==> src/verilog/ucpd_pkg.sv <==
`default_nettype none

package ucpd_pkg;

  typedef logic [31:0] reg_word_t;

  // ----------------------------------------------------------
  // Word addresses, byte offset >> 2
  // ----------------------------------------------------------
  parameter int unsigned CFG1_ADDR = 0;  // 0x00
  parameter int unsigned CR_ADDR   = 3;  // 0x0C
  parameter int unsigned IMR_ADDR  = 4;  // 0x10
  parameter int unsigned SR_ADDR   = 5;  // 0x14
  parameter int unsigned ICR_ADDR  = 6;  // 0x18

  // SR field positions
  parameter int unsigned SR_TX_LO      = 1;
  parameter int unsigned SR_TX_HI      = 6;
  parameter int unsigned SR_RX_LO      = 9;
  parameter int unsigned SR_RX_HI      = 13;
  parameter int unsigned SR_TYPECEVT1  = 14;
  parameter int unsigned SR_TYPECEVT2  = 15;
  parameter int unsigned SR_VSTATE1_LO = 16;  // 17..16
  parameter int unsigned SR_VSTATE2_LO = 18;  // 19..18
  parameter int unsigned SR_FRSEVT     = 20;

  typedef struct packed {
    logic icr;
    logic sr;
    logic imr;
    logic cr;
    logic cfg1;
  } reg_sel_t;

  // CFG1 fields
  typedef struct packed {
    logic       ucpden;
    logic [8:0] rx_ordset_en;
    logic [2:0] psc_usbpdclk;
    logic [4:0] transwin;
    logic [4:0] ifrgap;
    logic [5:0] hbitclkdiv;
  } cfg_t;

  // Analog and PHY levels decoded from CR
  typedef struct packed {
    logic [1:0] phy_en;
    logic       set_c500;
    logic       set_c1500;
    logic       set_c3000;
    logic       set_pd;
    logic       source_en;
    logic       phy_rx_en;
    logic       cc1_det_en;
    logic       cc2_det_en;
    logic       phy_cc1_com;
    logic       phy_cc2_com;
  } ana_ctrl_t;

  typedef struct packed {
    logic [1:0] tx_mode;
    logic       transmit_en;
    logic       tx_hrst;
  } tx_ctrl_t;

  // PHY transmit events, SR bits 6..1
  typedef struct packed {
    logic underrun;
    logic hrst_sent;  // Also used as hard reset level
    logic hrst_disc;
    logic msg_abort;
    logic msg_sent;
    logic msg_disc;
  } tx_status_t;

  // PHY receive events, SR bits 13..9
  typedef struct packed {
    logic rx_err;
    logic msg_end;
    logic overrun;
    logic hrst_det;
    logic ordset_det;
  } rx_status_t;

  typedef logic [2:0] cc_comp_t;  // Thermometer code
  typedef logic [1:0] vstate_t;

endpackage

`default_nettype wire

==> src/verilog/ucpd_addr_decode.sv <==
`timescale 1ns/100ps
`default_nettype none

module ucpd_addr_decode #(
  parameter int ADDR_W = 6
) (
  input  wire [ADDR_W-1:0]  reg_addr,
  input  wire               wr_en,
  output ucpd_pkg::reg_sel_t sel,
  output ucpd_pkg::reg_sel_t wr_sel
);

  // One-hot selects from the word address
  always_comb
  begin
    sel.cfg1 = (reg_addr == ADDR_W'(ucpd_pkg::CFG1_ADDR));
    sel.cr   = (reg_addr == ADDR_W'(ucpd_pkg::CR_ADDR));
    sel.imr  = (reg_addr == ADDR_W'(ucpd_pkg::IMR_ADDR));
    sel.sr   = (reg_addr == ADDR_W'(ucpd_pkg::SR_ADDR));
    sel.icr  = (reg_addr == ADDR_W'(ucpd_pkg::ICR_ADDR));
  end

  // Write strobes, SR is read only
  always_comb
  begin
    wr_sel      = ucpd_pkg::reg_sel_t'(sel & {$bits(sel){wr_en}});
    wr_sel.sr   = 1'b0;
  end

endmodule

`default_nettype wire

==> src/verilog/ucpd_cc_vstate.sv <==
`timescale 1ns/100ps
`default_nettype none

module ucpd_cc_vstate (
  input  wire                     pclk,
  input  wire                     presetn,
  input  wire ucpd_pkg::cc_comp_t comp,
  input  wire                     source_en,
  output ucpd_pkg::vstate_t       vstate,
  output logic                    change
);

  ucpd_pkg::vstate_t state_d;
  ucpd_pkg::vstate_t prev_q;
  logic              diff_q;
  logic              diff_d_q;

  // Thermometer code to CC voltage state
  always_comb
  begin
    if (source_en)
      case (comp)
        3'b001:  state_d = 2'd0;
        3'b011:  state_d = 2'd1;
        3'b111:  state_d = 2'd2;
        default: state_d = 2'd3;
      endcase
    else
      case (comp)
        3'b000:  state_d = 2'd0;
        3'b001:  state_d = 2'd1;
        3'b011:  state_d = 2'd2;
        3'b111:  state_d = 2'd3;
        default: state_d = 2'd0;
      endcase
  end

  always_ff @(posedge pclk or negedge presetn)
  begin
    if (!presetn)
    begin
      vstate   <= '0;
      prev_q   <= '0;
      diff_q   <= 1'b0;
      diff_d_q <= 1'b0;
      change   <= 1'b0;
    end
    else
    begin
      vstate   <= state_d;
      prev_q   <= vstate;
      diff_q   <= (vstate != prev_q);
      diff_d_q <= diff_q;
      change   <= diff_q & ~diff_d_q;  // Rising edge of the compare
    end
  end

endmodule

`default_nettype wire

==> src/verilog/ucpd_ctrl_regs.sv <==
`timescale 1ns/100ps
`default_nettype none

module ucpd_ctrl_regs (
  input  wire                     pclk,
  input  wire                     presetn,
  input  wire ucpd_pkg::reg_sel_t wr_sel,
  input  wire ucpd_pkg::reg_word_t pwdata,
  input  wire                     txhrst_clr,
  input  wire                     txsend_clr,
  input  wire                     hard_rst,
  output ucpd_pkg::cfg_t          cfg,
  output ucpd_pkg::ana_ctrl_t     ana_ctrl,
  output ucpd_pkg::tx_ctrl_t      tx_ctrl,
  output ucpd_pkg::reg_word_t     cfg1_word,
  output ucpd_pkg::reg_word_t     cr_word,
  output ucpd_pkg::reg_word_t     imr_word
);

  // ----------------------------------------------------------
  // Register storage
  // ----------------------------------------------------------
  always_ff @(posedge pclk or negedge presetn)
  begin
    if (!presetn)
    begin
      cfg1_word <= '0;
      cr_word   <= '0;
      imr_word  <= '0;
    end
    else
    begin
      if (hard_rst)
        cfg1_word[31] <= 1'b0;          // Hard reset drops the enable
      else if (wr_sel.cfg1)
      begin
        if (pwdata[31])
          cfg1_word[31] <= 1'b1;        // Enable only
        else
          cfg1_word[30:0] <= pwdata[30:0];
      end

      // CR held clear while the block is off
      if (!cfg.ucpden)
        cr_word <= '0;
      else if (wr_sel.cr)
        cr_word <= pwdata;
      else if (txhrst_clr)
        cr_word[3] <= 1'b0;
      else if (txsend_clr)
        cr_word[2] <= 1'b0;

      if (wr_sel.imr && cfg.ucpden)
        imr_word <= pwdata;
    end
  end

  // CFG1 field map
  assign cfg = {cfg1_word[31], cfg1_word[28:20], cfg1_word[19:17],
                cfg1_word[15:11], cfg1_word[10:6], cfg1_word[5:0]};

  // ----------------------------------------------------------
  // Analog decode, all gated by the enable
  // ----------------------------------------------------------
  always_comb
  begin
    ana_ctrl.phy_en      = cr_word[11:10] & {2{cfg.ucpden}};
    ana_ctrl.set_c500    = (cr_word[8:7] == 2'd1) & cfg.ucpden;
    ana_ctrl.set_c1500   = (cr_word[8:7] == 2'd2) & cfg.ucpden;
    ana_ctrl.set_c3000   = (cr_word[8:7] == 2'd3) & cfg.ucpden;
    ana_ctrl.set_pd      = cr_word[9] & cfg.ucpden;   // ANAMODE sink
    ana_ctrl.source_en   = ~cr_word[9] & cfg.ucpden;  // ANAMODE source
    ana_ctrl.phy_rx_en   = cr_word[5] & cfg.ucpden;
    ana_ctrl.cc1_det_en  = ~cr_word[20] & cfg.ucpden;
    ana_ctrl.cc2_det_en  = ~cr_word[21] & cfg.ucpden;
    ana_ctrl.phy_cc1_com = ~cr_word[6] & cfg.ucpden;
    ana_ctrl.phy_cc2_com = cr_word[6] & cfg.ucpden;
  end

  assign tx_ctrl = {cr_word[1:0], cr_word[2], cr_word[3]};

endmodule

`default_nettype wire

==> src/verilog/ucpd_flag_sync.sv <==
`timescale 1ns/100ps
`default_nettype none

module ucpd_flag_sync #(
  parameter int  SYNC_STAGES = 2,
  parameter type payload_t   = logic
) (
  input  wire           pclk,
  input  wire           presetn,
  input  wire payload_t async_in,
  output payload_t      rise
);

  payload_t sync_q [SYNC_STAGES];
  payload_t dly_q;  // Previous synchronized value

  always_ff @(posedge pclk or negedge presetn)
  begin
    if (!presetn)
    begin
      for (int i = 0; i < SYNC_STAGES; i++)
        sync_q[i] <= '0;
      dly_q <= '0;
      rise  <= '0;
    end
    else
    begin
      sync_q[0] <= async_in;
      for (int i = 1; i < SYNC_STAGES; i++)
        sync_q[i] <= sync_q[i-1];
      dly_q <= sync_q[SYNC_STAGES-1];
      rise  <= payload_t'(sync_q[SYNC_STAGES-1] & ~dly_q);  // 0 to 1 bits
    end
  end

endmodule

`default_nettype wire

==> src/verilog/ucpd_read_mux.sv <==
`timescale 1ns/100ps
`default_nettype none

module ucpd_read_mux (
  input  wire ucpd_pkg::reg_sel_t  sel,
  input  wire ucpd_pkg::reg_word_t cfg1_word,
  input  wire ucpd_pkg::reg_word_t cr_word,
  input  wire ucpd_pkg::reg_word_t imr_word,
  input  wire ucpd_pkg::reg_word_t sr_word,
  output ucpd_pkg::reg_word_t      prdata,
  output logic                     ucpd_intr
);

  // ICR and unmapped offsets fall through to zero
  always_comb
  begin
    prdata = '0;
    case (1'b1)
      sel.cfg1: prdata = cfg1_word;
      sel.cr:   prdata = cr_word;
      sel.imr:  prdata = imr_word;
      sel.sr:   prdata = sr_word;
      default:  prdata = '0;
    endcase
  end

  // Any unmasked flag
  assign ucpd_intr = |(imr_word & sr_word);

endmodule

`default_nettype wire

==> src/verilog/ucpd_regs.sv <==
`timescale 1ns/100ps
`default_nettype none

module ucpd_regs #(
  parameter int ADDR_W      = 6,
  parameter int SYNC_STAGES = 2
) (
  input  wire                       pclk,
  input  wire                       presetn,
  input  wire                       wr_en,
  input  wire [ADDR_W-1:0]          reg_addr,
  input  wire ucpd_pkg::reg_word_t  pwdata,
  input  wire                       txhrst_clr,
  input  wire                       txsend_clr,
  input  wire                       frs_evt,
  input  wire ucpd_pkg::tx_status_t tx_status,
  input  wire ucpd_pkg::rx_status_t rx_status,
  input  wire ucpd_pkg::cc_comp_t   cc1_compout,
  input  wire ucpd_pkg::cc_comp_t   cc2_compout,
  output ucpd_pkg::cfg_t            cfg,
  output ucpd_pkg::ana_ctrl_t       ana_ctrl,
  output ucpd_pkg::tx_ctrl_t        tx_ctrl,
  output logic                      ucpd_intr,
  output ucpd_pkg::reg_word_t       prdata
);

  ucpd_pkg::reg_sel_t   sel;
  ucpd_pkg::reg_sel_t   wr_sel;
  ucpd_pkg::reg_word_t  cfg1_word;
  ucpd_pkg::reg_word_t  cr_word;
  ucpd_pkg::reg_word_t  imr_word;
  ucpd_pkg::reg_word_t  sr_word;
  ucpd_pkg::tx_status_t tx_rise;
  ucpd_pkg::rx_status_t rx_rise;
  logic                 frs_rise;
  ucpd_pkg::vstate_t    cc1_vstate;
  ucpd_pkg::vstate_t    cc2_vstate;
  logic                 cc1_change;
  logic                 cc2_change;

  // ----------------------------------------------------------
  // Decode and control registers
  // ----------------------------------------------------------
  ucpd_addr_decode #(.ADDR_W(ADDR_W)) u_decode (
    .reg_addr (reg_addr),
    .wr_en    (wr_en),
    .sel      (sel),
    .wr_sel   (wr_sel)
  );

  ucpd_ctrl_regs u_ctrl (
    .pclk       (pclk),
    .presetn    (presetn),
    .wr_sel     (wr_sel),
    .pwdata     (pwdata),
    .txhrst_clr (txhrst_clr),
    .txsend_clr (txsend_clr),
    .hard_rst   (tx_status.hrst_sent),  // Raw level, not synchronized
    .cfg        (cfg),
    .ana_ctrl   (ana_ctrl),
    .tx_ctrl    (tx_ctrl),
    .cfg1_word  (cfg1_word),
    .cr_word    (cr_word),
    .imr_word   (imr_word)
  );

  // ----------------------------------------------------------
  // Status inputs
  // ----------------------------------------------------------
  ucpd_flag_sync #(
    .SYNC_STAGES (SYNC_STAGES),
    .payload_t   (ucpd_pkg::tx_status_t)
  ) u_tx_sync (
    .pclk     (pclk),
    .presetn  (presetn),
    .async_in (tx_status),
    .rise     (tx_rise)
  );

  ucpd_flag_sync #(
    .SYNC_STAGES (SYNC_STAGES),
    .payload_t   (ucpd_pkg::rx_status_t)
  ) u_rx_sync (
    .pclk     (pclk),
    .presetn  (presetn),
    .async_in (rx_status),
    .rise     (rx_rise)
  );

  ucpd_flag_sync #(
    .SYNC_STAGES (SYNC_STAGES),
    .payload_t   (logic)
  ) u_frs_sync (
    .pclk     (pclk),
    .presetn  (presetn),
    .async_in (frs_evt),
    .rise     (frs_rise)
  );

  ucpd_cc_vstate u_cc1_vstate (
    .pclk      (pclk),
    .presetn   (presetn),
    .comp      (cc1_compout),
    .source_en (ana_ctrl.source_en),
    .vstate    (cc1_vstate),
    .change    (cc1_change)
  );

  ucpd_cc_vstate u_cc2_vstate (
    .pclk      (pclk),
    .presetn   (presetn),
    .comp      (cc2_compout),
    .source_en (ana_ctrl.source_en),
    .vstate    (cc2_vstate),
    .change    (cc2_change)
  );

  // ----------------------------------------------------------
  // SR and read back
  // ----------------------------------------------------------
  ucpd_status_regs u_status (
    .pclk       (pclk),
    .presetn    (presetn),
    .tx_rise    (tx_rise),
    .rx_rise    (rx_rise),
    .frs_rise   (frs_rise),
    .cc1_vstate (cc1_vstate),
    .cc2_vstate (cc2_vstate),
    .cc1_change (cc1_change),
    .cc2_change (cc2_change),
    .icr_we     (wr_sel.icr),
    .pwdata     (pwdata),
    .sr_word    (sr_word)
  );

  ucpd_read_mux u_rdmux (
    .sel       (sel),
    .cfg1_word (cfg1_word),
    .cr_word   (cr_word),
    .imr_word  (imr_word),
    .sr_word   (sr_word),
    .prdata    (prdata),
    .ucpd_intr (ucpd_intr)
  );

endmodule

`default_nettype wire

==> src/verilog/ucpd_status_regs.sv <==
`timescale 1ns/100ps
`default_nettype none

module ucpd_status_regs (
  input  wire                       pclk,
  input  wire                       presetn,
  input  wire ucpd_pkg::tx_status_t tx_rise,
  input  wire ucpd_pkg::rx_status_t rx_rise,
  input  wire                       frs_rise,
  input  wire ucpd_pkg::vstate_t    cc1_vstate,
  input  wire ucpd_pkg::vstate_t    cc2_vstate,
  input  wire                       cc1_change,
  input  wire                       cc2_change,
  input  wire                       icr_we,
  input  wire ucpd_pkg::reg_word_t  pwdata,
  output ucpd_pkg::reg_word_t       sr_word
);

  ucpd_pkg::reg_word_t evt_set;
  ucpd_pkg::reg_word_t evt_clr;

  // ----------------------------------------------------------
  // Event set and clear vectors in SR bit order
  // ----------------------------------------------------------
  always_comb
  begin
    evt_set = '0;
    evt_set[ucpd_pkg::SR_TX_HI:ucpd_pkg::SR_TX_LO] = tx_rise;
    evt_set[ucpd_pkg::SR_RX_HI:ucpd_pkg::SR_RX_LO] = rx_rise;
    evt_set[ucpd_pkg::SR_TYPECEVT1] = cc1_change;
    evt_set[ucpd_pkg::SR_TYPECEVT2] = cc2_change;
    evt_set[ucpd_pkg::SR_FRSEVT]    = frs_rise;
  end

  // ICR bits clear the matching flags
  assign evt_clr = icr_we ? pwdata : '0;

  always_ff @(posedge pclk or negedge presetn)
  begin
    if (!presetn)
      sr_word <= '0;
    else
    begin
      // Clear wins over a set in the same cycle
      sr_word <= (sr_word | evt_set) & ~evt_clr;
      // Voltage state follows the CC pins
      sr_word[ucpd_pkg::SR_VSTATE1_LO +: 2] <= cc1_vstate;
      sr_word[ucpd_pkg::SR_VSTATE2_LO +: 2] <= cc2_vstate;
    end
  end

endmodule

`default_nettype wire
==> config.mk <==
export PLATFORM = sky130hd
export DESIGN_NAME = ucpd_regs
export DESIGN_NICKNAME = d
export VERILOG_FILES = /design/src/verilog/ucpd_pkg.sv /design/src/verilog/ucpd_addr_decode.sv /design/src/verilog/ucpd_cc_vstate.sv /design/src/verilog/ucpd_ctrl_regs.sv /design/src/verilog/ucpd_flag_sync.sv /design/src/verilog/ucpd_read_mux.sv /design/src/verilog/ucpd_regs.sv /design/src/verilog/ucpd_status_regs.sv
export SDC_FILE = /design/constraint.sdc
export NUM_CORES = 1
export LEC_CHECK = 0
export BUFFER_PORTS_ARGS = -buffer_cell sky130_fd_sc_hd__buf_4
export CORE_ASPECT_RATIO = 1.4
export CORE_MARGIN = 3
export CORE_UTILIZATION = 35
export DETAILED_ROUTE_END_ITERATION = 8
export SYNTH_ARGS = -nofsm -noshare
export SYNTH_HDL_FRONTEND = slang
export SYNTH_SLANG_ARGS = --single-unit
==> constraint.sdc <==
create_clock -name pclk -period 4.1 [get_ports pclk]
set_input_delay 1.23 -clock pclk [delete_from_list [all_inputs] [get_ports pclk]]
set_output_delay 1.23 -clock pclk [all_outputs]
set_load 0.005 [all_outputs]
==> impl_metrics.env <==
export IMPL_synthCells=653
export IMPL_dp_cells=1032
export IMPL_rows=64
export IMPL_startpoint_type="input pin"
export IMPL_p_seq_share_pct=51.5
export IMPL_clk_pin_slew_ps=70
export IMPL_ys_types=37
export IMPL_end_kind="output port"
export IMPL_dp_hpwl_um=15400
export IMPL_grt_use_total_pct=18.2
export IMPL_ios=139
export IMPL_syn_to_final_growth_pct=22.0
export IMPL_remaining_drc_errors=0
export IMPL_status="finished, final reports clean"
export IMPL_layout_common_cells="dfrtp_1, buf_4, a22oi_1"
export IMPL_layout_commonest_cell="dfrtp_1"
export IMPL_pwr_share_comb_pct=6.7
export IMPL_ys_seq_area_share_pct=58.5
export IMPL_post_cts_resized=0
export IMPL_syn_nets=714
export IMPL_crit_chain="buf_4, or4_2, buf_4, o22ai_1, buf_4"
export IMPL_grt_pass1_vias=5692
export IMPL_ys_ff_latch=186
export IMPL_synth_edf_count=0
export IMPL_cts_made_buffers=17
export IMPL_antennaDiodeCount=0
export IMPL_gp_congestion=0.816
export IMPL_slowest_stage="or4_2"
export IMPL_syn_area_um2=7960
export IMPL_leakage_nw=4.43
export IMPL_period_minus_slack_ps=3970
export IMPL_finalSetupViolations=0
export IMPL_slew_headroom_pct=50.0
export IMPL_max_freq_ghz=0.252
export IMPL_fin_skew_ps=25.2
export IMPL_yosys_most_used_dff="dfrtp_1"
export IMPL_rsz0062_at_grt="no"
export IMPL_clock_power_share_pct=41.7
export IMPL_hold_viol=0
export IMPL_critPathTopFamily="simple AND/OR/NAND/NOR gates"
export IMPL_cts_setup_buffers=0
export IMPL_critPathBufInv=3
export IMPL_cts_root_buffer="clkbuf_16"
export IMPL_critical_path_required_ps=2870
export IMPL_n_fill_cell=2149
export IMPL_die_w_um=133
export IMPL_fin_cells=1064
export IMPL_crit_path_max_fanout=23
export IMPL_clock_latency_ps=430
export IMPL_max_stage_delay_ps=760
export IMPL_clock_sinks=186
export IMPL_antenna_left=0
export IMPL_vias=5535
export IMPL_port_buffer_count=138
export IMPL_routed_wirelength_um=21900
export IMPL_grt_overflow=0
export IMPL_grt_max_degree=77
export IMPL_finalCritPeriodShare_pct=96.9
export IMPL_ctsHoldBuffers=0
export IMPL_ys_async_sr_fraction_pct=100
export IMPL_worstPathArrival_ps=2740
export IMPL_avgRoutedWirePerCell_um=20.6
export IMPL_start_util_pct=36.0
export IMPL_criticalPathCategory="in -> out"
export IMPL_die_h_um=184
export IMPL_cts_tree="yes"
export IMPL_p_sw_share_pct=24.9
export IMPL_yosysWarnings=0
export IMPL_maxSlewViolCount=0
export IMPL_antenna_found_initial=0
export IMPL_htreeDepth=4
export IMPL_tightest_slew_ps=750
export IMPL_drt_initial_drc_count=364
export IMPL_cpMostUsedCell="buf_4"
export IMPL_die_area_um2=24600
export IMPL_drive_gt1_share_pct=30.4
export IMPL_setup_slack_ps=126
export IMPL_stdcell_area_um2=9710
export IMPL_power_switching_mw=0.928
export IMPL_avgSynthCellArea_um2=12.2
export IMPL_hold_class="reg -> reg"
export IMPL_setup_tns_ps=0
export IMPL_p_int_mw=2.80
export IMPL_dp_slack_ps=141
export IMPL_drtPass1Iterations=5
export IMPL_drv_cap=0
export IMPL_placed_area_um2=9150
export IMPL_cts_buffer_depth=2
export IMPL_grt_pass1_wl_um=34300
export IMPL_core_um2=22100
export IMPL_nNetsFinal=815
export IMPL_ir_drop_v=0.000259
export IMPL_vias_per_cell=5.20
export IMPL_power_density_nw_per_um2=384
-- metal layers --
metal | wire (µm) | GRT usage, % | vias to the layer above
met5 | 0 | 0 | -
met4 | 552 | 7.53 | 0
met3 | 988 | 3.00 | 25
met2 | 10800 | 29.1 | 149
met1 | 9560 | 24.7 | 2822
li1 | - | - | 2539
-- cells in the mapped netlist (2+ instances only) --
library cell,count,share of area (%)
dfrtp_1,186,58
nor2b_1,19,1.5
and3_1,2,0.16
a31oi_1,3,0.24
buf_1,3,0.14
mux2i_1,31,3.9
nor2_1,19,0.90
a21boi_0,36,3.4
nand2_1,6,0.28
inv_1,3,0.14
a21boi_1,10,0.94
o22ai_1,31,2.4
and2_1,5,0.39
xnor2_1,8,0.88
buf_2,9,0.57
clkbuf_1,32,1.5
and4b_1,2,0.25
or4_1,2,0.19
mux2_2,33,4.7
o21ai_0,31,1.9
nand3_1,35,2.2
a22oi_1,47,4.4
a21oi_1,16,1.0
mux2_1,31,4.4
nand4_1,5,0.39
buf_4,37,3.5
-- kinds of logic (layout without fill, tap and decap cells) --
| kind of cell | after synthesis | in the layout | synth area share [%] |
|---|---|---|---|
| flip-flops | 186 | 186 | 58.5 |
| XOR/XNOR | 8 | 8 | 0.880 |
| AND/OR/NAND/NOR | 104 | 104 | 7.31 |
| multiplexers | 95 | 95 | 12.9 |
| buffers and inverters | 85 | 199 | 5.91 |
| AO/OA/AOI/OAI | 175 | 175 | 14.5 |
-- power by group through the flow --
stage               combinational [mW]  sequential [mW]  clock [mW]
floorplan                        0.103             1.95           0
global placement                 0.254             1.95           0
detailed placement               0.256             1.96           0
CTS                              0.256             1.92        1.61
global route                     0.275             1.93        1.68
finish                           0.251             1.92        1.56
-- final timing paths --
kind | startpoint | end | slack (ps) | cells past startpoint
max | reg_addr[3] | prdata[0] | 130 | 5
min | u_tx_sync.sync_q[10] | u_tx_sync.sync_q[4] | 340 | 0
max reg2reg | u_ctrl.cfg1_word[31] | u_ctrl.imr_word[15] | 1610 | 5
min reg2reg | u_tx_sync.sync_q[10] | u_tx_sync.sync_q[4] | 340 | 0
max in group asynchronous | presetn | u_ctrl.imr_word[17] | 2450 | 2
min in group asynchronous | presetn | u_ctrl.cfg1_word[28] | 820 | 1
-- metrics by stage --
step | utilization, % | hold WS, ps | total power, mW
3_3_place_gp | 41.4 | 333 | 2.21
5_1_grt | 43.9 | 357 | 3.89
4_1_cts | 43.9 | 347 | 3.78
3_5_place_dp | 41.4 | 335 | 2.21
6_report | 43.9 | 343 | 3.73
2_1_floorplan | - | 331 | 2.05
-- worst register-to-register path, delay by kind of cell, from the launching register on --
| kind | cells | cell delay [ps] |
|---|---|---|
| buf+inv | 2 | 790 |
| flops | 1 | 770 |
| mux | 1 | 400 |
| simple gates | 2 | 390 |
-- flip-flops by register name (all words and copies together), names as in the netlist, 2 cells and up --
signal               flops
u_rx_sync.dly_q          5
u_cc1_vstate.vstate      2
u_ctrl.cr_word          32
u_frs_sync.sync_q        2
u_rx_sync.rise           5
u_status.sr_word        32
u_ctrl.cfg1_word        32
u_rx_sync.sync_q        10
u_cc2_vstate.vstate      2
u_tx_sync.sync_q        12
u_ctrl.imr_word         32
u_tx_sync.dly_q          6
u_tx_sync.rise           6
-- cell type report --
class	count	area, µm²	area share [%]
tap	297	372	3.83
timing repair buffer	164	1270	13.1
multi-input combinational	382	2840	29.3
sequential	186	4650	47.9
clock inverter	15	135	1.39
inverter	3	11.3	0.116
clock buffer	17	425	4.38
Note: power is estimated with default switching activity, not from simulation.
